==> src/hw/rv_pkg.sv <==
package rv_pkg;

	// ----------------------------------------
	// widths
	// ----------------------------------------
	localparam int XLEN   = 32;
	localparam int REG_AW = 5;

	// major opcodes, bits [6:0]
	localparam logic [6:0] op_r      = 7'b0110011;
	localparam logic [6:0] op_i      = 7'b0010011;
	localparam logic [6:0] op_load   = 7'b0000011;
	localparam logic [6:0] op_store  = 7'b0100011;
	localparam logic [6:0] op_branch = 7'b1100011;
	localparam logic [6:0] op_jal    = 7'b1101111;

	// branch compare selects
	localparam logic [2:0] f3_beq  = 3'b000;
	localparam logic [2:0] f3_bne  = 3'b001;
	localparam logic [2:0] f3_blt  = 3'b100;
	localparam logic [2:0] f3_bge  = 3'b101;
	localparam logic [2:0] f3_bltu = 3'b110;
	localparam logic [2:0] f3_bgeu = 3'b111;

	typedef enum logic [3:0] {
		alu_add, alu_sub, alu_and, alu_or, alu_xor,
		alu_slt, alu_sltu, alu_sll, alu_srl, alu_sra
	} alu_op_e;

	typedef enum logic [2:0] {
		cls_alu, cls_load, cls_store, cls_branch, cls_jal, cls_halt
	} instr_class_e;

	// ----------------------------------------
	// instruction formats, msb first
	// ----------------------------------------
	typedef struct packed {
		logic [6:0] funct7;
		logic [REG_AW-1:0] rs2;
		logic [REG_AW-1:0] rs1;
		logic [2:0] funct3;
		logic [REG_AW-1:0] rd;
		logic [6:0] opcode;
	} r_fmt_t;

	typedef struct packed {
		logic [11:0] imm;
		logic [REG_AW-1:0] rs1;
		logic [2:0] funct3;
		logic [REG_AW-1:0] rd;
		logic [6:0] opcode;
	} i_fmt_t;

	typedef struct packed {
		logic [6:0] imm_hi;
		logic [REG_AW-1:0] rs2;
		logic [REG_AW-1:0] rs1;
		logic [2:0] funct3;
		logic [4:0] imm_lo;
		logic [6:0] opcode;
	} s_fmt_t;

	// branch offset bits scattered as in the spec
	typedef struct packed {
		logic imm12;
		logic [5:0] imm10_5;
		logic [REG_AW-1:0] rs2;
		logic [REG_AW-1:0] rs1;
		logic [2:0] funct3;
		logic [3:0] imm4_1;
		logic imm11;
		logic [6:0] opcode;
	} b_fmt_t;

	typedef struct packed {
		logic imm20;
		logic [9:0] imm10_1;
		logic imm11;
		logic [7:0] imm19_12;
		logic [REG_AW-1:0] rd;
		logic [6:0] opcode;
	} j_fmt_t;

	// one fetched word, five views
	typedef union packed {
		r_fmt_t r_fmt;
		i_fmt_t i_fmt;
		s_fmt_t s_fmt;
		b_fmt_t b_fmt;
		j_fmt_t j_fmt;
	} instr_u;

	typedef struct packed {
		instr_class_e cls;
		alu_op_e op;
		logic [REG_AW-1:0] rs1;
		logic [REG_AW-1:0] rs2;
		logic [REG_AW-1:0] rd;
		logic [2:0] funct3;
		logic [XLEN-1:0] imm;
		logic use_imm;
	} decoded_t;

	// data bus request, strobes are single cycle
	typedef struct packed {
		logic re;
		logic we;
		logic [XLEN-1:0] addr;
		logic [XLEN-1:0] wdata;
	} dmem_req_t;

	typedef struct packed {
		logic we;
		logic [XLEN-1:0] addr;
		logic [XLEN-1:0] data;
	} imem_load_t;

endpackage

==> src/hw/alu.sv <==
module alu import rv_pkg::*; (
	input  decoded_t dec,
	input  logic [XLEN-1:0] rs1_val,
	input  logic [XLEN-1:0] rs2_val,
	output logic [XLEN-1:0] result,
	output logic eq,
	output logic lt,
	output logic ltu
);

	logic [XLEN-1:0] op_b;
	logic [4:0] shamt;

	// second operand, register or immediate
	assign op_b = dec.use_imm ? dec.imm : rs2_val;
	assign shamt = op_b[4:0];

	// load and store decode to add, giving the word address
	always_comb
	begin
		case (dec.op)
			alu_add:  result = rs1_val + op_b;
			alu_sub:  result = rs1_val - op_b;
			alu_and:  result = rs1_val & op_b;
			alu_or:   result = rs1_val | op_b;
			alu_xor:  result = rs1_val ^ op_b;
			alu_slt:  result = {31'd0, $signed(rs1_val) < $signed(op_b)};
			alu_sltu: result = {31'd0, rs1_val < op_b};
			alu_sll:  result = rs1_val << shamt;
			alu_srl:  result = rs1_val >> shamt;
			alu_sra:  result = $unsigned($signed(rs1_val) >>> shamt);
			default:  result = rs1_val + op_b;
		endcase
	end

	// branch flags always compare the two registers
	assign eq = (rs1_val == rs2_val);
	assign lt = ($signed(rs1_val) < $signed(rs2_val));
	assign ltu = (rs1_val < rs2_val);

endmodule

==> config.mk <==
export PLATFORM = sky130hd
export DESIGN_NAME = alu
export DESIGN_NICKNAME = d
export VERILOG_FILES = /design/src/hw/rv_pkg.sv /design/src/hw/alu.sv
export SDC_FILE = /design/constraint.sdc
export NUM_CORES = 1
export LEC_CHECK = 0
export ABC_AREA = 1
export ABC_CLOCK_PERIOD_IN_PS = 4900
export BUFFER_PORTS_ARGS = -buffer_cell sky130_fd_sc_hd__buf_2
export CORE_MARGIN = 5
export CORE_UTILIZATION = 60
export DETAILED_ROUTE_END_ITERATION = 6
export PLACE_DENSITY = 0.85
export SYNTH_ARGS = -nofsm -noshare
export SYNTH_HDL_FRONTEND = slang
export SYNTH_SLANG_ARGS = --single-unit
export TNS_END_PERCENT = 100
==> constraint.sdc <==
create_clock -name vclk -period 4.9
set_input_delay 0.49 -clock vclk [all_inputs]
set_output_delay 0.49 -clock vclk [all_outputs]
set_load 0.01 [all_outputs]
-- Word-level counts from Yosys, hierarchy flattened
Cells that the tools add are included.
W data, S select, Z words.
- register bits: 0
- input port bits: 122
- output and inout bits: 35
- word-level logic and storage cells: 24
- add/sub/neg operators: 2
- magnitude comparators: 4
- equality and inequality tests: 10
- shifts and indexed selects: 3
- mux-type cells: 2
- bitwise gates (word level): 3
- operator list (operator ; count):
    $pmux W32 S9 ; 1
    $lt A32 B32 Y1 ; 4
    $add A32 B32 Y32 ; 1
    $and A32 B32 Y32 ; 1
    $eq A32 B32 Y1 ; 1
    $mux W32 ; 1
    $or A32 B32 Y32 ; 1
    $shl A32 B5 Y32 ; 1
    $shr A32 B5 Y32 ; 1
    $sshr A32 B5 Y32 ; 1
    $sub A32 B32 Y32 ; 1
    $xor A32 B32 Y32 ; 1
    $eq A4 B3 Y1 const B ; 4
    $eq A4 B2 Y1 const B ; 2
    $eq A4 B4 Y1 const B ; 2
    $eq A4 B1 Y1 const B ; 1

-- Logic depth before layout (Yosys ltp)
- word-level depth: 3
- gate-level depth with buffers: 22
- gate-level depth less buffers: 19

-- Least setup slack after synthesis
OpenSTA, ideal clock, no wires.
- path type: in2out
- start point: in dec[0] in the netlist's numbering
- end point: out result[19]
- arrival: 2.832 ns
- path slack: 1.578 ns
- cell stages on the path: 19
- path buffers: 5
- cells stage by stage: buf_6 -> buf_2 -> o21ai_2 -> buf_2 -> buf_2 -> ha_1 -> buf_2 -> nor2_1 -> nand2_1 -> nor2_1 -> nand2_1 -> nand3_1 -> nand2_1 -> nand2_1 -> nand2_1 -> nand3_1 -> nand2_1 -> nor2_1 -> nand3_1
- word-level cells in the longest chain between the ends: 3
- ends and longest elaborated chain (what ; RTL line ; source):
    start, declared ; alu.sv:2 ; input decoded_t dec,
    $mux W32 * ; alu.sv:15 ; assign op_b = dec.use_imm ? dec.imm : rs2_val;
    $add A32 B32 Y32 (tied with other cells) ; alu.sv:22, alu.sv:32 ;
    $pmux W32 S9 * ; alu.sv:21 ; case (dec.op)
    end, declared ; alu.sv:5 ; output logic [XLEN-1:0] result,
Every way passes the cells marked *; elsewhere a longest branch is shown, timed or not.

-- Worst setup path after layout
- start point: in dec[0] in the netlist's numbering
- end point: out result[24]
Same word-level chain as after synthesis.

==> metrics <==
CORE AREA=18000 sq um; routability cong.=1.13; Area Growth Syn to Fin=5.80%; Combinational Power Share=100.0%; Post-Synthesis Cell Area=11000 sq um; Slew Viols, Final=0; fin crit period=4.62 ns; Global Route met1 Usage=56.5%; GR met2 Demand/Resource=68.5%; slew margin rel.=15.5%; initial antenna violation count=1; pin count of the biggest net entering global routing=75; status=finished with violations; violated checks=DRC; Layout Cells excl Fill=2465; FF+latch count=0; Avg Cell Area, Syn=5.06 sq um; clock buffers=0; Cells after Synth=2178; pwr/cell area=144 nW/um^2; register area share after synthesis=0%; Flop pwr share=0%; FP Rows=49; Post-Synth Simple-Gate Area=54.0%; RSZ-0062 raised after global routing=false; arrival time of the worst setup path=4.13 ns; IO Port Bufs=136; Worst VDD drop=0.0806 mV; Initial DRC Count=2274; Most Crowded Layer GR=met2; Final Power=0.00168 W; syn_nets=2432; Clk pwr share=0%; Fmax=217 MHz; post-place setup slack=0.500 ns; max-cap check violation count=0; Post-CTS Hold Buffers=0; post-synthesis mux area share=0%; most frequent cells in the layout=nand2_1, nand3_1, inv_1; starting density of the core=61.1%; diode count=0; layout cell share with drive strength beyond 1=10.0%; Sw Share=70.3%; GRT Residual Overflow=0; NetSw=0.00118 W; die area=21200 sq um; Layout Nets=2492; dpl hpwl=41300 microns; vias per cell=6.50; Die Span Y=146 microns; Pre-antenna DRT Iters=7; ANT nets after route=0; GRT met3 Usage=10.4%; vias in the first global route=14100; Die Wd=146 microns; post-route core utilization=64.7%; Worst Path Required=4.41 ns; internal power=0.000500 W; Routed WL=51200 microns; crit path launch type=input pin; Residual DRC=35; FILL cells=1929; Synth cell types=44; Least-Margin Pin Slew=1.27 ns; Top Ports=157; main combinational cell family by area after synthesis=simple AND/OR/NAND/NOR gates; Synth Area in Adders=15.1%; final hold violations=0; static leakage=6.51 nW; post-synthesis compound-gate area fraction=15.9%; setup bufs post-CTS=0; first-pass GRT wire length=76100 microns; most common cell after layout, fill and taps aside=nand2_1; Hold Path Class=in2out; Syn. warnings=0; FF/Latch Area=0 sq um; Tcrit/Tclk final=94.2%; Final WS setup=0.282 ns; setup TNS=0 ns; crit-path max FO=36; All-Layer GR Usage=44.2%; Post-CTS Resized=0; Post-Synth XOR/XNOR Area=0.874%; routed len/inst=20.8 microns; endpoints failing setup=0; # placed instances=2465; vias=16000; WS Path Type=in2out; Worst Setup End Kind=output pin
-- power by group through the flow --
stage / Combinational (W) / Clock, W / Sequential [W]
floorplan: 0.00110 / 0 / 0
global placement: 0.00156 / 0 / 0
detailed placement: 0.00159 / 0 / 0
CTS: 0.00160 / 0 / 0
global route: 0.00181 / 0 / 0
finish: 0.00168 / 0 / 0
-- worst max-delay path, cell delays in order --
cell      delay (ns)
buf_2           0.11
buf_4           0.42
nand2_2         0.31
nand2_2         0.22
ha_1            0.26
inv_1           0.08
fa_1            0.41
inv_1           0.19
nand3_1         0.09
nand3_1         0.20
inv_1           0.09
o21bai_1        0.38
nand2_1         0.27
nand3_1         0.13
nand2_1         0.05
nand3_1         0.09
nand4_1         0.11
buf_2           0.17
-- cell usage after synthesis (all sizes together) --
master | instances | area (sq um)
o21a | 3 | 22.5
nor2 | 160 | 628
o31ai | 1 | 7.51
a211oi | 1 | 7.51
inv | 284 | 1070
o211ai | 12 | 95.1
and2 | 2 | 12.5
xor2 | 11 | 96.3
nor3 | 21 | 105
and3 | 2 | 12.5
o22ai | 22 | 138
a221oi | 2 | 17.5
buf | 62 | 350
clkbuf | 34 | 128
ha | 130 | 1630
o21bai | 9 | 67.6
fa | 2 | 40.0
a31oi | 4 | 25.0
nand3b | 6 | 45.0
or2 | 34 | 213
nand2 | 598 | 2300
a21boi | 3 | 22.5
o211a | 1 | 10.0
o21ai | 120 | 631
nand4 | 39 | 244
o221ai | 6 | 52.6
a21oi | 132 | 661
nand3 | 471 | 2360
nor4 | 6 | 37.5
-- cell families (layout without fill, tap and decap cells) --
| kind of cell | count (synthesis) | in the layout |
|---|---|---|
| fa+ha+maj | 132 | 132 |
| xor+xnor | 11 | 11 |
| buf+inv | 380 | 438 |
| simple gates | 1339 | 1339 |
| compound gates | 316 | 316 |
-- through the flow --
step | cell area, sq um | hold WS, ns
after floorplan | 11000 | 1.25
final | 11700 | 1.68
after detailed placement | 11700 | 1.62
after global routing | 11700 | 1.67
after CTS | 11700 | 1.62
after global placement | 11700 | 1.64
-- final cells by class --
class | count | area [sq um] | share of cell area (%)
inverters | 284 | 1070 | 9.16
multi-input cells | 1798 | 9490 | 81.4
well taps | 229 | 287 | 2.46
repair buffers | 154 | 816 | 7.00
-- routing by layer --
layer	wire, microns	part of all wire, %
met1	18300	36
met2	21300	42
met3	7640	15
met5	13	0.025
met4	3830	7.5
-- path summary, 6_finish.rpt --
kind | from | end | slack (ns) | cells after the start
max | dec[0] | result[24] | 0.28 | 18
min | dec[53] | result[0] | 1.68 | 6
Note: power is estimated with default switching activity, not from simulation.
