[config.mk]
export PLATFORM = sky130hd
export DESIGN_NAME = pc_unit
export DESIGN_NICKNAME = d
export VERILOG_FILES = /design/src/hw/rv_pkg.sv /design/src/hw/pc_unit.sv
export SDC_FILE = /design/constraint.sdc
export NUM_CORES = 1
export LEC_CHECK = 0
export BUFFER_PORTS_ARGS = -buffer_cell sky130_fd_sc_hd__buf_2
export CAP_MARGIN = 0
export CORE_MARGIN = 2
export CORE_UTILIZATION = 30
export DETAILED_ROUTE_END_ITERATION = 12
export GPL_TIMING_DRIVEN = 0
export PLACE_DENSITY = 0.77
export SKIP_LAST_GASP = 1
export SLEW_MARGIN = 5
export SYNTH_ARGS = -nofsm -noshare
export SYNTH_HDL_FRONTEND = slang
export SYNTH_SLANG_ARGS = --single-unit
[constraint.sdc]
create_clock -name clk -period 2.1 [get_ports clk]
set_input_delay 0.21 -clock clk [delete_from_list [all_inputs] [get_ports clk]]
set_output_delay 0.21 -clock clk [all_outputs]
set_load 0.005 [all_outputs]
[src/hw/rv_pkg.sv]
package rv_pkg;

	// ----------------------------------------
	// widths
	// ----------------------------------------
	localparam int XLEN   = 32;
	localparam int REG_AW = 5;

	// major opcodes, bits [6:0]
	localparam logic [6:0] op_r      = 7'b0110011;
	localparam logic [6:0] op_i      = 7'b0010011;
	localparam logic [6:0] op_load   = 7'b0000011;
	localparam logic [6:0] op_store  = 7'b0100011;
	localparam logic [6:0] op_branch = 7'b1100011;
	localparam logic [6:0] op_jal    = 7'b1101111;

	// branch compare selects
	localparam logic [2:0] f3_beq  = 3'b000;
	localparam logic [2:0] f3_bne  = 3'b001;
	localparam logic [2:0] f3_blt  = 3'b100;
	localparam logic [2:0] f3_bge  = 3'b101;
	localparam logic [2:0] f3_bltu = 3'b110;
	localparam logic [2:0] f3_bgeu = 3'b111;

	typedef enum logic [3:0] {
		alu_add, alu_sub, alu_and, alu_or, alu_xor,
		alu_slt, alu_sltu, alu_sll, alu_srl, alu_sra
	} alu_op_e;

	typedef enum logic [2:0] {
		cls_alu, cls_load, cls_store, cls_branch, cls_jal, cls_halt
	} instr_class_e;

	// ----------------------------------------
	// instruction formats, msb first
	// ----------------------------------------
	typedef struct packed {
		logic [6:0] funct7;
		logic [REG_AW-1:0] rs2;
		logic [REG_AW-1:0] rs1;
		logic [2:0] funct3;
		logic [REG_AW-1:0] rd;
		logic [6:0] opcode;
	} r_fmt_t;

	typedef struct packed {
		logic [11:0] imm;
		logic [REG_AW-1:0] rs1;
		logic [2:0] funct3;
		logic [REG_AW-1:0] rd;
		logic [6:0] opcode;
	} i_fmt_t;

	typedef struct packed {
		logic [6:0] imm_hi;
		logic [REG_AW-1:0] rs2;
		logic [REG_AW-1:0] rs1;
		logic [2:0] funct3;
		logic [4:0] imm_lo;
		logic [6:0] opcode;
	} s_fmt_t;

	// branch offset bits scattered as in the spec
	typedef struct packed {
		logic imm12;
		logic [5:0] imm10_5;
		logic [REG_AW-1:0] rs2;
		logic [REG_AW-1:0] rs1;
		logic [2:0] funct3;
		logic [3:0] imm4_1;
		logic imm11;
		logic [6:0] opcode;
	} b_fmt_t;

	typedef struct packed {
		logic imm20;
		logic [9:0] imm10_1;
		logic imm11;
		logic [7:0] imm19_12;
		logic [REG_AW-1:0] rd;
		logic [6:0] opcode;
	} j_fmt_t;

	// one fetched word, five views
	typedef union packed {
		r_fmt_t r_fmt;
		i_fmt_t i_fmt;
		s_fmt_t s_fmt;
		b_fmt_t b_fmt;
		j_fmt_t j_fmt;
	} instr_u;

	typedef struct packed {
		instr_class_e cls;
		alu_op_e op;
		logic [REG_AW-1:0] rs1;
		logic [REG_AW-1:0] rs2;
		logic [REG_AW-1:0] rd;
		logic [2:0] funct3;
		logic [XLEN-1:0] imm;
		logic use_imm;
	} decoded_t;

	// data bus request, strobes are single cycle
	typedef struct packed {
		logic re;
		logic we;
		logic [XLEN-1:0] addr;
		logic [XLEN-1:0] wdata;
	} dmem_req_t;

	typedef struct packed {
		logic we;
		logic [XLEN-1:0] addr;
		logic [XLEN-1:0] data;
	} imem_load_t;

endpackage

[src/hw/pc_unit.sv]
module pc_unit import rv_pkg::*; #(
	parameter int ADDR_W = 8
) (
	input  logic clk,
	input  logic rst,
	input  logic pc_en,
	input  decoded_t dec,
	input  logic eq,
	input  logic lt,
	input  logic ltu,
	output logic [ADDR_W-1:0] pc,
	output logic [XLEN-1:0] link
);

	logic [ADDR_W-1:0] offset;
	logic take;

	// byte offset to word offset, wraps with pc width
	assign offset = dec.imm[ADDR_W+1:2];

	always_comb
	begin
		take = 1'b0;
		if (dec.cls == cls_jal)
		begin
			take = 1'b1;
		end
		else if (dec.cls == cls_branch)
		begin
			case (dec.funct3)
				f3_beq:  take = eq;
				f3_bne:  take = !eq;
				f3_blt:  take = lt;
				f3_bge:  take = !lt;
				f3_bltu: take = ltu;
				f3_bgeu: take = !ltu;
				default: take = 1'b0;
			endcase
		end
	end

	always_ff @(posedge clk or negedge rst)
	begin
		if (!rst)
			pc <= '0;
		else if (pc_en)
			pc <= take ? (pc + offset) : (pc + ADDR_W'(1));
	end

	// return word index for jal
	assign link = {{(XLEN-ADDR_W){1'b0}}, pc} + XLEN'(1);

endmodule

-- Yosys cells after proc, flatten, opt, wreduce, memory -nomap -nowiden
Cells that the tools add are included.
- logic and storage cells: 19
- bits of input ports: 64
- output and inout bits: 40
- bits in registers: 8
- mux-type cells: 4
- $add $sub $neg: 3
- reduce and logical (&&, ||, !) cells: 4
- equal/unequal tests: 7
- operators with widths (cell ; number):
    3-bit equality test, second input constant ; 5
    8-bit by 1-bit adder with 9-bit output, second input constant ; 1
    8-bit by 1-bit adder with 8-bit output, second input constant ; 1
    8-bit adder ; 1
    8-bit two-way mux ; 1
    1-bit case mux with 6 select lines ; 1
    3-bit by 1-bit equality test with 1-bit output, second input constant ; 1
    3-bit by 2-bit equality test with 1-bit output, second input constant ; 1
    1-bit zero test ; 3
    3-bit zero test ; 1
    1-bit two-way mux ; 2

-- Depth between registers and ports, before layout
Gate-level depths: netlist of the first run.
- word-level depth: 5
- depth in mapped cells: 13

-- Worst setup path before layout of the first run
OpenSTA, ideal clock, no wires.
- path kind: input -> register
- from: input port dec[33] (netlist name)
- to: register pc[4]
- buffers on the path: 0
- setup slack: -0.300 ns
- data arrival time: 2.275 ns
- data required time: 1.975 ns
- stages on the path: 13
- cells stage by stage: xor2_1 a22oi_2 a21boi_2 nor2_2 or2_1 ha_1 inv_1 fa_1 nor2b_1 o21ai_0 a21boi_1 nor2_1 mux2_2
- cells in the longest elaborated chain, start to end: 5
- elaborated cells on any way between the ends: 10
- ends and longest elaborated chain (what ; line ; RTL):
    start, declared ; pc_unit.sv:7 ; input decoded_t dec,
    3-bit equality test, or another cell as far along ; pc_unit.sv:30 ; case (dec.funct3)
    1-bit case mux with 6 select lines * ; pc_unit.sv:30 ;
    1-bit two-way mux * ; pc_unit.sv:28 ; else if (dec.cls == cls_branch)
    1-bit two-way mux * ; pc_unit.sv:24 ; if (dec.cls == cls_jal)
    8-bit two-way mux * ; pc_unit.sv:47 ; pc <= take ? (pc + offset) : (pc + ADDR_W'(1));
    end signal, assigned ; pc_unit.sv:47 ;
    end, declared ; pc_unit.sv:11 ; output logic [ADDR_W-1:0] pc,
Every way passes the cells marked *; elsewhere a longest branch is shown, timed or not.
A chain may end at the register's enable or synchronous reset.

-- Worst setup path in the final report of the first run
- from: input port ltu
- to: register pc[4]
- cells in the longest elaborated chain, start to end: 5
- ends and longest elaborated chain (what ; line ; RTL):
    start, declared ; pc_unit.sv:10 ; input logic ltu,
    1-bit zero test ; pc_unit.sv:36 ; f3_bgeu: take = !ltu;
    1-bit case mux with 6 select lines * ; pc_unit.sv:30 ;
    1-bit two-way mux * ; pc_unit.sv:28 ;
    1-bit two-way mux * ; pc_unit.sv:24 ;
    8-bit two-way mux * ; pc_unit.sv:47 ;
Marks and branches as above.

==> impl_metrics.py, run 1 <==
metrics = {
    "worst_setup_path": {
        "crit_path_max_incr_delay_ps": 290,
        "end_kind": "flop",
        "required_ps": 2240,
        "crit_chain": "buf_4, xor2_2, nand3_2, a21boi_4, nor2_4, buf_6, nor2b_1, ha_1, nor2b_2, o21ai_2, nor3b_2, nor2_1, mux2_4",
        "rr_worst_depth": 7,
        "slowest_stage": "ha_1",
        "cp.arrival_ps": 2270,
        "path_class": "input pin to flop",
        "crit_path_max_fanout": 5,
        "worst_setup_path_start_kind": "input pin",
    },
    "yosys": {
        "synth.distinct_cells": 36,
        "synthFlopType": "dfrtp_1",
        "synth_top_area_share": 0.1930,
        "synth_warnings": 0,
        "yosys.area.top_type": "dfrtp_1",
        "synthTopCellsByArea": "dfrtp_1 19%, buf_4 17%, ha_1 9.7%",
        "synthArstFlopShare": 1.000,
        "postSynthRegisterBits": 8,
        "synth.avg_cell_area_um2": 8.365,
        "syn_inst": 124,
        "ys_seq_area_frac": 0.1930,
        "synth_edf_count": 0,
        "syn-cell-area_um2": 1037,
    },
    "clock_tree": {
        "clock_path_buffers": 2,
        "cts_made_buffers": 3,
        "cts-root-buf": "clkbuf_4",
        "worstSkewPairLatency_ps": 260,
        "htree_levels": 1,
        "clkTransAtPathRegs_ps": 50,
        "cts.sinks": 8,
        "cts_tree": "yes",
    },
    "global_route": {
        "grt_pass1_wl_um": 3567,
        "antenna_found_initial": 0,
        "grt_start_max_net_pins": 11,
        "grt_pass1_vias": 856,
        "grt_usage": 0.1120,
        "overflow": 0,
    },
    "detailed_routing": {
        "detail-route-antenna-nets": 0,
        "drt_wl_total_um": 2327,
        "wl_met3_um": 92,
        "drt_iter0_drc": 24,
        "vias": 958,
        "met2_length_um": 1249,
        "vias_per_cell": 4.025,
        "drt-wirelength-per-cell_um": 9.777,
        "top_layer": "met4",
        "drtPass1Iterations": 4,
        "met1_length_um": 954,
        "drc": 0,
    },
    "floorplan": {
        "pin_count": 104,
        "core_area_um2": 3337,
        "initial_core_util": 0.3108,
        "fp.dieW_um": 62.80,
        "chipHeight_um": 62.80,
        "dieArea_um2": 3944,
        "placementRows": 21,
    },
    "finish": {
        "final_nets": 267,
        "area_delta_synth_final_pct": 49.34,
        "regMostFlops": "pc",
        "fin_util": 0.4642,
        "reg_top3": "pc (8)",
        "final_common_cell": "buf_2",
        "drive_above_1_share": 0.4688,
        "largest_reg_flops": 8,
        "stdcell_count": 238,
        "antenna_cells": 0,
        "layout_common_cells": "32 x buf_2, 29 x buf_4, 23 x conb_1",
    },
    "pwr": {
        "clockPowerShare": 0.088,
        "internal_power_mw": 0.7562,
        "powerDensity_nw_per_um2": 840.6,
        "swShare": 0.4192,
        "seqPwrFrac": 0.269,
        "power.leakage_nw": 0.7892,
        "combinationalPowerShare": 0.643,
        "ir_drop_uv": 338.3,
        "p_switching_mw": 0.5458,
        "power_mw": 1.302,
    },
    "sta": {
        "rsz0062_at_grt": "true",
        "finalWorstSetupSlack_ps": -28.17,
        "hold_viol_final": 0,
        "tns_ps": -32.48,
        "max_freq_mhz": 469.9,
        "fin_crit_ps": 2128,
        "setup_violations": 2,
        "final_max_slew_viol_count": 0,
        "finClkSkew_ps": 0.2773,
        "timing.final.crit_share": 1.013,
        "whs_ps": 284.4,
    },
    "worst_hold_path": {
        "whs_path_depth": 2,
        "hp-class": "input pin to flop",
    },
    "flow_run": {
        "cap_violations": 0,
    },
    "placed_design": {
        "portBuffers": 36,
        "dp.cells": 228,
        "dp.final_hpwl_um": 1867,
        "place.gp.congestion": 0.7879,
    },
    "run_status": {
        "violations": "setup timing",
        "status": "finished with violations",
    },
}
-- cell type report --
type | instances | area (um2)
inverter | 7 | 26.28
timing repair buffer | 43 | 264.0
tap | 46 | 57.56
buffer | 24 | 176.4
multi-input combinational | 107 | 802.0
fill | 325 | 1788
sequential | 8 | 200.2
clock buffer | 3 | 22.52
-- power groups by stage --
stage / Sequential [mW] / Clock, mW / Combinational, mW
final: 0.350 / 0.115 / 0.837
after CTS: 0.345 / 0.117 / 0.797
after detailed placement: 0.345 / 0 / 0.744
after global placement: 0.345 / 0 / 0.726
after global routing: 0.368 / 0.124 / 0.928
after floorplan: 0.327 / 0 / 0.490
-- synth_stat cells (all sizes together), types with 2 or more instances --
library cell / n
o21ai: 7
dfrtp: 8
nor2b: 8
mux2: 3
buf: 23
a31oi: 2
o211ai: 3
xor2: 6
a21boi: 3
nor2: 9
inv: 7
nor3b: 2
ha: 8
xnor2: 7
a21oi: 4
nand3: 4
nand2: 6
-- stage by stage --
step	area [um2]	setup WS, ps
after floorplan	1125	-207.8
after global placement	1363	-590.2
after detailed placement	1363	-621.6
after CTS	1494	-77.24
after global routing	1549	-118.8
final	1549	-28.17
-- path summary, 6_finish.rpt --
path                       startpoint  endpoint  slack [ps]
setup / recovery                  ltu     pc[4]         -30
hold / removal                  pc_en     pc[2]         280
max in group asynchronous         rst     pc[0]        1620
min in group asynchronous         rst     pc[6]         320
setup reg to reg                pc[1]     pc[4]         250
hold reg to reg                 pc[7]     pc[7]         530
-- critical path, delay by kind of cell --
kind	cells	cell delay (ps)
adders and majority gates	1	290
buffers and inverters	2	260
AOI/OAI and AO/OA	2	350
muxes	1	250
and+or+nand+nor	6	710
xor gates and xnor gates	1	190
-- kinds of logic after synthesis --
| logic type | share of synthesized area |
|---|---|
| buffers and inverters | 0.1954 |
| adder cells (fa/ha/maj) | 0.1158 |
| other | 0.003615 |
| flip-flops | 0.1930 |
| AND/OR/NAND/NOR | 0.1773 |
| XOR/XNOR | 0.1098 |
| multiplexers | 0.04222 |
| AO/OA/AOI/OAI | 0.1628 |
-- routing by layer --
| metal | global-route usage | vias up |
|---|---|---|
| met3 | 0.01622 | 3 |
| met1 | 0.1294 | 416 |
| li1 | - | 513 |
| met2 | 0.2110 | 26 |
| met5 | 0 | - |
| met4 | 0.03333 | 0 |
-- timing repair --
action	4_1_cts	5_1_grt
setup buffers	4	2
setup endpoints to repair	5	5
endpoints found under the hold margin	8	0
pin swaps	15	13
resized for setup	14	10
hold buffers	1	0
Power figures use the tool's default switching activity.
==> run 2, diff against run 1 <==
--- a/config.mk
+++ b/config.mk
@@ -10,7 +10,7 @@
 export CORE_MARGIN = 2
 export CORE_UTILIZATION = 30
 export DETAILED_ROUTE_END_ITERATION = 12
-export GPL_TIMING_DRIVEN = 0
+export GPL_TIMING_DRIVEN = 1
 export PLACE_DENSITY = 0.77
 export SKIP_LAST_GASP = 1
 export SLEW_MARGIN = 5
==> run 2 against run 1 <==
The run still ends with setup timing left. Worst setup slack improved by 4.7 ps. Wire length up 1.2%. Clock skew grew 0.70 ps. First-iteration DRC count grew 88%. Global-route usage up 0.74 points. Clock power about the same. Combinational power is 7.0% higher. Total power increased by 2.3%.
==> impl_metrics.py, run 2 (synthesized netlist as in run 1, its figures left out) <==
metrics = {
    "pwr": {
        "ir_drop_uv": 276.9,
        "powerDensity_nw_per_um2": 963.1,
        "power.leakage_nw": 0.7024,
    },
    "detailed_routing": {
        "drt_wl_total_um": 2354,
        "drc": 0,
        "drt_iter0_drc": 45,
        "vias": 972,
        "detail-route-antenna-nets": 0,
        "vias_per_cell": 4.320,
        "drt-wirelength-per-cell_um": 10.46,
        "drtPass1Iterations": 4,
    },
    "run_status": {
        "status": "finished with violations",
        "violations": "setup timing",
    },
    "placed_design": {
        "place.gp.congestion": 0.8119,
        "dpl_worst_slack_ps": -341.1,
        "portBuffers": 36,
        "dp.final_hpwl_um": 1983,
    },
    "sta": {
        "rsz0062_at_grt": "true",
        "fin_crit_ps": 2123,
        "final_max_slew_viol_count": 0,
        "finClkSkew_ps": 0.9746,
        "max_freq_mhz": 470.9,
        "finalWorstSetupSlack_ps": -23.50,
        "tns_ps": -42.59,
        "setup_violations": 2,
        "hold_viol_final": 0,
        "timing.final.crit_share": 1.011,
    },
    "finish": {
        "fillers": 338,
        "final_common_cell": "buf_2",
        "fin_util": 0.4143,
        "multi_input_area_um2": 748.2,
        "layout_common_cells": "35 x buf_2, 23 x conb_1, 17 x buf_4",
        "regMostFlops": "pc",
        "final_nets": 254,
        "reg_top3": "pc (8)",
        "antenna_cells": 0,
        "regArea_um2": 200.2,
        "drive_above_1_share": 0.4078,
        "largest_reg_flops": 8,
        "area_delta_synth_final_pct": 33.29,
    },
    "worst_setup_path": {
        "worstPathBufferInverterCount": 3,
        "crit_chain": "buf_8, xor2_1, a22oi_2, a21boi_2, nor2_2, or2_1, ha_2, inv_2, fa_2, nor2b_2, o21ai_2, a21boi_2, buf_4, o21a_1, o211ai_1",
        "cp_top_family": "compound AO/OA/AOI/OAI gates",
        "end_kind": "flop",
        "path_class": "input pin to flop",
        "crit_top_cell": "a21boi_2",
        "required_ps": 2230,
        "worst_setup_path_start_kind": "input pin",
        "crit_path_max_incr_delay_ps": 350,
        "slowest_stage": "fa_2",
        "crit_path_max_fanout": 3,
        "cp.arrival_ps": 2250,
    },
    "worst_hold_path": {
        "hp-class": "input pin to asynchronous set/reset pin",
    },
    "floorplan": {
        "placementRows": 21,
        "chipHeight_um": 62.80,
        "initial_core_util": 0.3108,
        "dieArea_um2": 3944,
        "core_area_um2": 3337,
        "pin_count": 104,
        "fp.dieW_um": 62.80,
    },
    "flow_run": {
        "cap_violations": 0,
    },
    "clock_tree": {
        "cts.sinks": 8,
        "cts_tree": "yes",
        "clkTransAtPathRegs_ps": 50,
        "htree_levels": 1,
        "cts_made_buffers": 3,
        "worstSkewPairLatency_ps": 250,
        "clock_path_buffers": 2,
        "cts-root-buf": "clkbuf_4",
    },
    "global_route": {
        "grt_pass1_wl_um": 3864,
        "overflow": 0,
        "grt_start_max_net_pins": 16,
        "grt_pass1_vias": 881,
        "antenna_found_initial": 0,
        "grt_usage": 0.1194,
    },
}
run 2: worst register-to-register path, stage by stage, from the launching register on:
cell and delay (ps):
dfrtp_1 470, inv_1 110, fa_2 410, nor2b_2 140
o21ai_2 80, a21boi_2 160, buf_4 130, o21a_1 120
o211ai_1 70
run 2: final cells by class:
class	count	area share
clock buffer	3	0.01629
inverter	7	0.01900
multi-input combinational	107	0.5412
sequential	8	0.1448
tap	46	0.04163
timing repair buffer	54	0.2371
run 2: repair_timing:
action | CTS | global route
setup buffers | 1 | 0
pin swaps | 2 | 4
endpoints found under the setup margin | 3 | 4
gates resized for setup | 4 | 8
hold endpoints to repair | 8 | 0
hold buffers | 1 | 0
run 2: metal layers:
| layer | wire length (um) | GRT usage |
|---|---|---|
| met1 | 1039 | 0.1564 |
| met5 | 0 | 0 |
| met3 | 88 | 0.01261 |
| met2 | 1203 | 0.1989 |
| met4 | 23 | 0.05000 |
run 2: per-stage QoR:
step | instances | hold WS, ps | area (um2) | total power [mW]
2_1_floorplan | 146 | -85.59 | 1125 | 0.8169
3_3_place_gp | 220 | 56.33 | 1306 | 1.147
3_5_place_dp | 220 | 60.29 | 1306 | 1.174
4_1_cts | 225 | 323.3 | 1360 | 1.311
5_1_grt | 225 | 326.2 | 1383 | 1.464
6_report | 225 | 323.8 | 1383 | 1.332
run 2: worst paths after layout:
check / cells past startpoint / start / slack, ps / to
min in group clk: 3 / pc_en / 330 / pc[5]
hold reg to reg: 1 / pc[7] / 540 / pc[7]
hold / removal: 2 / rst / 320 / pc[5]
max in group asynchronous: 2 / rst / 1610 / pc[3]
setup / recovery: 15 / dec[33] / -20 / pc[6]
setup reg to reg: 8 / pc[1] / 280 / pc[6]
run 2: power by group:
| part | switching, mW | total, mW | internal, mW |
|---|---|---|---|
| clock | 0.0518 | 0.117 | 0.0654 |
| sequential | 0.0924 | 0.319 | 0.226 |
| combinational | 0.415 | 0.896 | 0.481 |
