File: config.mk
export PLATFORM = sky130hd
export DESIGN_NAME = cpu_fsm
export DESIGN_NICKNAME = d
export VERILOG_FILES = /design/src/hw/rv_pkg.sv /design/src/hw/cpu_fsm.sv
export SDC_FILE = /design/constraint.sdc
export NUM_CORES = 1
export LEC_CHECK = 0
export ABC_CLOCK_PERIOD_IN_PS = 8600
export BUFFER_PORTS_ARGS = -buffer_cell sky130_fd_sc_hd__buf_2
export CAP_MARGIN = 30
export CORE_AREA = 2 2 112 114
export DETAILED_ROUTE_END_ITERATION = 8
export DIE_AREA = 0 0 114 116
export GPL_TIMING_DRIVEN = 0
export HOLD_SLACK_MARGIN = 0.08
export RECOVER_POWER = 100
export SETUP_SLACK_MARGIN = 0.2
export SLEW_MARGIN = 20
export SYNTH_ARGS = -nofsm -noshare
export SYNTH_HDL_FRONTEND = slang
export SYNTH_SLANG_ARGS = --single-unit
File: constraint.sdc
create_clock -name clk -period 8.6 [get_ports clk]
set_clock_uncertainty 0.05 [all_clocks]
set_input_delay 0.43 -clock clk [delete_from_list [all_inputs] [get_ports clk]]
set_output_delay 0.43 -clock clk [all_outputs]
set_load 0.02 [all_outputs]
File: src/hw/rv_pkg.sv
package rv_pkg;

	// ----------------------------------------
	// widths
	// ----------------------------------------
	localparam int XLEN   = 32;
	localparam int REG_AW = 5;

	// major opcodes, bits [6:0]
	localparam logic [6:0] op_r      = 7'b0110011;
	localparam logic [6:0] op_i      = 7'b0010011;
	localparam logic [6:0] op_load   = 7'b0000011;
	localparam logic [6:0] op_store  = 7'b0100011;
	localparam logic [6:0] op_branch = 7'b1100011;
	localparam logic [6:0] op_jal    = 7'b1101111;

	// branch compare selects
	localparam logic [2:0] f3_beq  = 3'b000;
	localparam logic [2:0] f3_bne  = 3'b001;
	localparam logic [2:0] f3_blt  = 3'b100;
	localparam logic [2:0] f3_bge  = 3'b101;
	localparam logic [2:0] f3_bltu = 3'b110;
	localparam logic [2:0] f3_bgeu = 3'b111;

	typedef enum logic [3:0] {
		alu_add, alu_sub, alu_and, alu_or, alu_xor,
		alu_slt, alu_sltu, alu_sll, alu_srl, alu_sra
	} alu_op_e;

	typedef enum logic [2:0] {
		cls_alu, cls_load, cls_store, cls_branch, cls_jal, cls_halt
	} instr_class_e;

	// ----------------------------------------
	// instruction formats, msb first
	// ----------------------------------------
	typedef struct packed {
		logic [6:0] funct7;
		logic [REG_AW-1:0] rs2;
		logic [REG_AW-1:0] rs1;
		logic [2:0] funct3;
		logic [REG_AW-1:0] rd;
		logic [6:0] opcode;
	} r_fmt_t;

	typedef struct packed {
		logic [11:0] imm;
		logic [REG_AW-1:0] rs1;
		logic [2:0] funct3;
		logic [REG_AW-1:0] rd;
		logic [6:0] opcode;
	} i_fmt_t;

	typedef struct packed {
		logic [6:0] imm_hi;
		logic [REG_AW-1:0] rs2;
		logic [REG_AW-1:0] rs1;
		logic [2:0] funct3;
		logic [4:0] imm_lo;
		logic [6:0] opcode;
	} s_fmt_t;

	// branch offset bits scattered as in the spec
	typedef struct packed {
		logic imm12;
		logic [5:0] imm10_5;
		logic [REG_AW-1:0] rs2;
		logic [REG_AW-1:0] rs1;
		logic [2:0] funct3;
		logic [3:0] imm4_1;
		logic imm11;
		logic [6:0] opcode;
	} b_fmt_t;

	typedef struct packed {
		logic imm20;
		logic [9:0] imm10_1;
		logic imm11;
		logic [7:0] imm19_12;
		logic [REG_AW-1:0] rd;
		logic [6:0] opcode;
	} j_fmt_t;

	// one fetched word, five views
	typedef union packed {
		r_fmt_t r_fmt;
		i_fmt_t i_fmt;
		s_fmt_t s_fmt;
		b_fmt_t b_fmt;
		j_fmt_t j_fmt;
	} instr_u;

	typedef struct packed {
		instr_class_e cls;
		alu_op_e op;
		logic [REG_AW-1:0] rs1;
		logic [REG_AW-1:0] rs2;
		logic [REG_AW-1:0] rd;
		logic [2:0] funct3;
		logic [XLEN-1:0] imm;
		logic use_imm;
	} decoded_t;

	// data bus request, strobes are single cycle
	typedef struct packed {
		logic re;
		logic we;
		logic [XLEN-1:0] addr;
		logic [XLEN-1:0] wdata;
	} dmem_req_t;

	typedef struct packed {
		logic we;
		logic [XLEN-1:0] addr;
		logic [XLEN-1:0] data;
	} imem_load_t;

endpackage

File: src/hw/cpu_fsm.sv
module cpu_fsm import rv_pkg::*; (
	input  logic clk,
	input  logic rst,
	input  logic start,
	input  decoded_t dec,
	input  logic [XLEN-1:0] alu_result,
	input  logic [XLEN-1:0] rs2_val,
	input  logic [XLEN-1:0] link,
	input  logic [XLEN-1:0] dmem_rdata,
	output logic imem_rd_en,
	output logic latch,
	output logic rf_we,
	output logic [XLEN-1:0] rf_wdata,
	output logic pc_en,
	output dmem_req_t dmem_req,
	output logic done
);

	typedef enum logic [2:0] {
		st_idle, st_fetch, st_decode, st_execute, st_mem_wait, st_writeback, st_halt
	} state_e;

	state_e state;
	state_e next_state;
	logic [XLEN-1:0] load_data;

	// ----------------------------------------
	// state register and next state
	// ----------------------------------------
	always_ff @(posedge clk or negedge rst)
	begin
		if (!rst)
			state <= st_idle;
		else
			state <= next_state;
	end

	always_comb
	begin
		next_state = state;
		case (state)
			st_idle:      if (start) next_state = st_fetch;
			st_fetch:     next_state = st_decode;
			// zero word or bad opcode ends the run
			st_decode:    next_state = (dec.cls == cls_halt) ? st_halt : st_execute;
			st_execute:   next_state = (dec.cls == cls_load) ? st_mem_wait : st_writeback;
			st_mem_wait:  next_state = st_writeback;
			st_writeback: next_state = st_fetch;
			st_halt:      next_state = st_halt;
			default:      next_state = st_idle;
		endcase
	end

	// load data arrives one cycle after re
	always_ff @(posedge clk)
	begin
		if (state == st_mem_wait)
			load_data <= dmem_rdata;
	end

	// ----------------------------------------
	// control levels
	// ----------------------------------------
	assign imem_rd_en = (state == st_fetch);
	assign latch = (state == st_decode);
	assign pc_en = (state == st_writeback);
	assign done = (state == st_halt);

	// only these classes touch rd
	assign rf_we = (state == st_writeback) &&
		(dec.cls == cls_alu || dec.cls == cls_load || dec.cls == cls_jal);

	always_comb
	begin
		case (dec.cls)
			cls_jal:  rf_wdata = link;
			cls_load: rf_wdata = load_data;
			default:  rf_wdata = alu_result;
		endcase
	end

	// data bus strobes in execute
	assign dmem_req.re = (state == st_execute) && (dec.cls == cls_load);
	assign dmem_req.we = (state == st_execute) && (dec.cls == cls_store);
	assign dmem_req.addr = alu_result;
	assign dmem_req.wdata = rs2_val;

endmodule

Word level (Yosys, flattened, before mapping)
Index checks and enable logic that the tools add are counted.
Storage, ports and cells
  bits in registers: 35
  word-level logic and storage cells: 25
Cells by class
  equality and inequality tests: 11
  muxes and demuxes: 5
  reductions and logical operators: 7
Operators by type and width (number)
  $pmux 32 s2: 1
  $pmux 3 s7: 1
  $eq 3x3->1 const B: 5
  $eq 3x2->1 const B: 3
  $eq 3x1->1 const B: 2
  $logic_not 3->1: 2
  $mux 3: 2
  $logic_and 1x1->1: 3
  $logic_or 1x1->1: 2
  $ne 2x2->1 const B: 1
  $mux 1: 1

Logic depth before layout (Yosys ltp)
Gate-level depths: netlist (run 1).
  depth after elaboration: 4
  depth in mapped cells: 6
  mapped depth without buffers: 3

Worst setup path after synthesis (run 1)
Ideal clock, no wire load.
  kind: reg-to-reg
  from: register state[2]
  to: register load_data[0], enable pin
  library setup time: 0.468 ns
  data arrival time: 2.966 ns
  slack: 5.116 ns
  cell stages (with the launch flop): 3
  cell sequence: dfrtp_1 -> clkbuf_1 -> nor3b_1
On the way
  cells in the longest elaborated chain, start to end: 1
RTL lines
  from (decl): RTL line cpu_fsm.sv:23  | state_e state;
  from (signal assigned): RTL line cpu_fsm.sv:33  | state <= st_idle;
  from (signal assigned): RTL line cpu_fsm.sv:35  | state <= next_state;
  $eq 3x3->1: RTL line cpu_fsm.sv:57  | if (state == st_mem_wait)
  to (signal assigned): RTL line cpu_fsm.sv:58  | load_data <= dmem_rdata;
  to (decl): RTL line cpu_fsm.sv:25  | logic [XLEN-1:0] load_data;
No other way between the ends.
A chain may end at the register's enable or synchronous reset.

Final worst setup path (run 1)
  from: register state[2]
  to: register load_data[5], enable pin
Same word-level chain as after synthesis.

==> results of run 1 <==
report_power, final:
group | total (uW) | internal (uW) | switching [uW]
Clock | 170 | 104 | 66.2
Combinational | 252 | 96.6 | 156
Sequential | 236 | 224 | 11.8
Total | 658 | 425 | 234
critical path, delay by kind of cell, from the launching register on:
family	cells	cell delay, ns
flops	1	0.31
buf+inv	3	1.26
simple gates	1	0.78
state kept, by name (all words and copies together), names as in the netlist:
register / cells
state: 3
load_data: 32
per-stage QoR:
stage	cells	total power (uW)
after floorplan	285	412
after global placement	635	503
after detailed placement	638	512
after CTS	646	685
after global routing	646	694
final	646	658
logic make-up after synthesis:
group	share of synthesized area, %
AO/OA/AOI/OAI	28.0
buffers and inverters	24.5
flip-flops	36.9
multiplexers	0.357
AND/OR/NAND/NOR	10.3
per-layer routing:
layer | vias to the layer above | part of all wire (%) | global-route usage (%)
met5 | - | 0 | 0
met4 | 0 | 0.74 | 3.17
met3 | 7 | 8.5 | 3.40
met2 | 159 | 53 | 28.4
met1 | 1396 | 37 | 16.2
li1 | 1437 | - | -
worst paths after layout:
check	from	slack (ns)	depth (start not counted)	end
worst min register to register	state[0]$_DFFE_PN0P_	0.58	1	state[2]$_DFFE_PN0P_
worst max-delay path	state[2]$_DFFE_PN0P_	5.83	4	load_data[5]$_DFFE_PP_
worst max register to register	state[2]$_DFFE_PN0P_	5.83	4	load_data[5]$_DFFE_PP_
max in group asynchronous	rst	7.90	2	state[2]$_DFFE_PN0P_
min in group asynchronous	rst	0.44	2	state[1]$_DFFE_PN0P_
worst min-delay path	dmem_rdata[14]	0.28	1	load_data[14]$_DFFE_PP_
synthesized netlist by cell type (all sizes together):
cell type  instances
clkinv             1
or2                2
and3               1
dfrtp              3
nand3              1
nand2b             3
o21ai              2
a21oi             32
edfxtp            32
and2               1
buf               83
nand2              1
o31a               1
a211oi            31
o21a               2
nor3              35
mux2i              1
o22ai             31
nor3b              1
a22oi              1
clkbuf             9
inv                1
nor2               6
nor2b              2
and3b              2
layout make-up:
cell class | instances | area share, %
Multi-Input combinational cell | 156 | 24.5
Clock buffer | 5 | 3.17
Buffer | 92 | 17.1
Tap cell | 147 | 4.66
Clock inverter | 2 | 0.222
Inverter | 2 | 0.190
Sequential cell | 35 | 26.3
Timing Repair Buffer | 207 | 23.9
==> key figures, run 1 <==
Layout
  • Register area: 1040 sq um
  • Core Util, Final: 33.1%
  • Most common cell after layout, fill and taps aside: buf_2
  • Commonest cells after routing, fill and taps aside: buf_2 (134), clkbuf_1 (93), buf_4 (64)
  • Layout area overhead: 40.6%
  • Share of post-route cells with drive strength above 1: between 40% and 50%
  • Layout net count: between 600 and 700
  • Multi-input logic area: just under 1000 sq um
  • Fill cell count: around 1.3k
  • Final instance area: 3940 sq um
  • Diode count: 0

Die
  • Core Box Area: between 10,000 and 15,000 sq um
  • Die X: 114 microns
  • Die Ht: 116 microns
  • FP Rows: 40
  • DIE AREA: between 10,000 and 15,000 sq um
  • Num ports: a little under 300
  • Starting Density: 23.6%

Synthesis
  • Ys Warns: 0
  • Synth area leaders: edfxtp_1 (34%), buf_4 (17%), a211oi_2 (13%)
  • Netlist cell types: 30
  • Gate count of the mapped netlist: 285
  • Register bit total from synthesis: 35
  • Post-synth top area share: approximately a third
  • Net Count, Synth: 474
  • Mapped Area: between 2000 and 3000 sq um
  • Syn_area_per_cell: about 9.8 sq um
  • Seq/Total Area, Yosys: between 30% and 40%
  • Largest area contributor in the netlist: edfxtp_1

Setup path
  • Crit path max fanout: 10
  • Crit end category: flop
  • Worst path required time: ~8.5 ns
  • Crit-path max cell delay: ~0.78 ns
  • Startpoint types: flop
  • Critical-path top delay cell: nor3b_1
  • CP Data Arrival Time: 2.64 ns
  • Top cell by count, worst path: clkbuf_1
  • CP cell instances: clkbuf_1 -> nor3b_1 -> clkbuf_1 -> clkbuf_1
  • Critical path type: reg2reg

STA
  • Final Hold Viols: 0
  • Tmin final: between 2 and 3 ns
  • Worst slew pin tran: between 0.8 and 0.9 ns
  • Fmax: 360 MHz
  • Slew Viols, Final: 0
  • Hold slack: 0.275 ns
  • Slew headroom: about two fifths
  • RSZ-0062 raised after global routing: false
  • Final setup fails: 0
  • Setup ws final: 5.83 ns
  • Final period utilization: 32.3%
  • Setup tns final: 0 ns

Drt
  • TritonRoute pass-1 iters: 4
  • WL final: 10,500 microns
  • Post-route ant nets: 0
  • DRC: 0
  • Starting DRT DRC Count: 117
  • Vias: approximately 3.0k
  • Vias per std cell: 4.64
  • Drt wl/cell: about 16 microns

Global route
  • Pin count of the biggest net entering global routing: 11
  • Total gr overflow: 0
  • First-pass GRT wire length: 14,800 microns
  • Gr usage total: between 10% and 20%
  • Initial antenna violation count: 0
  • Vias in the first global route: about 2.8k

Placement
  • Buffers on Ports: approximately 200
  • Half-perimeter wire length after placement: around 8500 microns
  • Routability cong.: between 0.8 and 0.9
  • Post-Place Cell Area: approximately 4000 sq um
  • Pre-CTS setup slack: 6.35 ns

Worst hold path
  • Hold Path Class: in2reg

Outcome
  • Status: finished, final reports clean

Clock network
  • Post-CTS setup buffer count: 0
  • Clk_lat worst skew: ~0.28 ns
  • CTS tree: built
  • # resized after CTS: 0
  • TritonCTS Sinks: 35
  • CTS clk-pin slew, worst paths: around 0.05 ns
  • CTS Buf Count: 5
  • Clock root cell: clkbuf_16
  • H-tree lvl count: 2
  • Clk buf depth: 2
  • Hold buffers post-CTS: 1

Job
  • Max-cap violations: 0

Power and ir drop
  • Power Density: 167 nW/um^2
  • Pleak: 0.00165 uW
  • Max rail drop VDD: 0.0000647 V
Power figures use the tool's default switching activity.
==> inputs of run 2 (changes only) <==
ABC_AREA = 1   (was default)
ABC_CLOCK_PERIOD_IN_PS = 2650   (was 8600)
clock period = 2.65 ns   (was 8.6 ns; I/O delays follow)
==> run 2 against run 1 <==
Effect of this change: clock power rose to 3.2 times the previous value; via count down 9.8%; critical path depth up 6; combinational power rose to 3.1 times the previous value; die area unchanged; critical path type is now in2out.
==> key figures, run 2 <==
Placement
  • Routability cong.: 0.730
  • Half-perimeter wire length after placement: 6510 microns
  • Placed Instances: just under 700
  • Buffers on Ports: just over 200

STA
  • RSZ-0062 raised after global routing: false
  • Final Hold Viols: 0
  • Final setup fails: 0
  • Final period utilization: 73.4%
  • Slew Viols, Final: 0
  • Tmin final: approximately 1.9 ns
  • Worst slew pin tran: roughly 0.51 ns
  • Slew headroom: roughly two thirds
  • Fmax: slightly above 500 MHz

Die
  • Starting Density: roughly a fifth
  • Die Ht: around 120 microns
  • Num ports: 292
  • Core Box Area: ~12,000 sq um
  • Die X: roughly 110 microns
  • FP Rows: 40
  • DIE AREA: between 10,000 and 15,000 sq um

Synthesis
  • EDFF count, synth: 32
  • Netlist cell types: 17
  • Most instantiated cells after synthesis: nand2_1 (161), buf_4 (68), inv_1 (38), edfxtp_1 (32), nor2_1 (12)
  • Count leader, synth: nand2_1
  • Mapped Area: ~2500 sq um
  • Largest area contributor in the netlist: edfxtp_1
  • Gate count of the mapped netlist: approximately 340
  • Net Count, Synth: 527
  • Ys Warns: 0
  • Seq/Total Area, Yosys: around two fifths
  • Post-synth top area share: a little under two fifths
  • Register bit total from synthesis: 35
  • Synth area leaders: edfxtp_1 (38%), nand2_1 (24%), buf_4 (20%)
  • Async set-reset flop share out of synthesis: under 10%
  • Syn_area_per_cell: between 7 and 8 sq um
  • Synth Flop Type: edfxtp_1

Clock network
  • H-tree lvl count: 2
  • CTS clk-pin slew, worst paths: 0.05 ns
  • CTS Buf Count: 5
  • Clock root cell: clkbuf_16
  • Hold buffers post-CTS: 34
  • TritonCTS Sinks: 35
  • Post-CTS setup buffer count: 0
  • Clk_lat worst skew: 0.27 ns
  • CTS tree: built
  • # resized after CTS: 0
  • Clk buf depth: 2

Power and ir drop
  • Sw Ratio: 34.3%
  • Combinational Power Share: 37.0%
  • Clk network pwr share: about a quarter
  • Flop pwr share: about 37%
  • Switching power: just over 700 uW
  • Power Density: 511 nW/um^2
  • Pint: approximately 1400 uW
  • Pleak: about 0.0021 uW
  • Max rail drop VDD: 0.000411 V

Layout
  • Largest Register: load_data
  • Non-Filler Instances: 730
  • Core Util, Final: 34.3%
  • Diode count: 0
  • Share of post-route cells with drive strength above 1: between 30% and 40%
  • Commonest cells after routing, fill and taps aside: nand2_1 (161), buf_2 (106), clkbuf_1 (102)
  • Fill cell count: between 1k and 1.5k
  • Layout net count: ~770
  • Largest register FFs: 32
  • Largest regs: load_data: 32 flops, state: 3 flops
  • Most common cell after layout, fill and taps aside: nand2_1
  • Multi-input logic area: 777 sq um
  • Register area: slightly above 1000 sq um
  • Layout area overhead: 63.0%

Drt
  • DRC: 0
  • Post-route ant nets: 0
  • Starting DRT DRC Count: between 40 and 50
  • Drt wl/cell: 11.2 microns
  • WL final: between 8000 and 9000 microns
  • Vias per std cell: ~3.7
  • Vias: roughly 2.7k
  • TritonRoute pass-1 iters: 4

Outcome
  • Status: finished, final reports clean

Global route
  • Total gr overflow: 0
  • Gr usage total: between 10% and 20%
  • Initial antenna violation count: 0
  • GR peak layer: met2
  • Met2 Resource Use GR: 21.4%
  • First-pass GRT wire length: between 10,000 and 15,000 microns
  • Vias in the first global route: between 2k and 3k
  • Pin count of the biggest net entering global routing: 22
  • Grt met3 use: under 10%
  • Global routing usage on met1: 13.2%

Worst hold path
  • Hold Path Class: in2async

Setup path
  • Critical path type: in2out
  • Startpoint types: primary input
  • Reg2reg start: state[1]$_DFFE_PN0P_
  • Critical Path Start: dec[56]
  • Worst path required time: 2.47 ns
  • Crit end category: output pin
  • Crit path max fanout: 10
  • R2R depth: 4
  • CP Data Arrival Time: ~1.8 ns

Job
  • Max-cap violations: 0
[run 2: per-stage QoR]
| step | power [uW] | hold slack (ns) | instance area, sq um | setup WS, ns | TNS (ns) |
|---|---|---|---|---|---|
| final | 2090 | 0.151 | 4090 | 0.705 | 0 |
| after global routing | 2220 | 0.157 | 4090 | 0.436 | 0 |
| after CTS | 2150 | 0.122 | 4220 | 0.990 | 0 |
| after detailed placement | 1560 | -0.118 | 3750 | 0.990 | 0 |
| after global placement | 1530 | -0.116 | 3710 | -0.627 | -20.01 |
| after floorplan | 1260 | -0.213 | 2510 | 0.263 | 0 |
[run 2: power by group through the flow]
stage                     Combinational (uW)  Sequential [uW]  Clock (uW)
final                                    772              778         539
after global routing                     850              788         581
after CTS                                812              778         556
after detailed placement                 772              789           0
after global placement                   735              793           0
after floorplan                          473              783           0
[run 2: routing by layer]
metal / vias to the layer above / part of all wire, %
met4: 0 / 0.78
met1: 1133 / 41
met2: 130 / 51
li1: 1436 / -
met5: - / 0
met3: 6 / 7.1
[run 2: cell type report]
| class | count | share of cell area, % |
|---|---|---|
| multi-input cells | 190 | 19.0 |
| well taps | 147 | 4.50 |
| inverters | 40 | 3.67 |
| plain buffers | 73 | 13.4 |
| flip-flops and latches | 35 | 25.3 |
| repair buffers | 239 | 31.0 |
| clock buffers | 6 | 3.15 |
[run 2: critical path, cell delays in order]
cell      delay [ns]
buf_2           0.13
nor2_1          0.18
nand2_1         0.13
inv_1           0.24
clkbuf_1        0.42
nand2_1         0.09
nand2_1         0.11
inv_1           0.05
nand2_1         0.05
clkbuf_1        0.23
[run 2: path summary, 6_finish.rpt]
check / end / slack [ns]
worst max register to register: load_data[27]$_DFFE_PP_ / 1.08
worst max-delay path: rf_wdata[11] / 0.70
worst min-delay path: state[1]$_DFFE_PN0P_ / 0.15
worst min register to register: state[1]$_DFFE_PN0P_ / 0.51
min in group clk: state[2]$_DFFE_PN0P_ / 0.24
max in group asynchronous: state[2]$_DFFE_PN0P_ / 2.25
[run 2: logic make-up (layout without fill, tap and decap cells)]
group                  Yosys count  after routing  synth area share, %
AOI/OAI and AO/OA                3              3                0.798
buffers and inverters          113            358                 28.1
and+or+nand+nor                187            187                 29.9
DFF                             35             35                 41.3
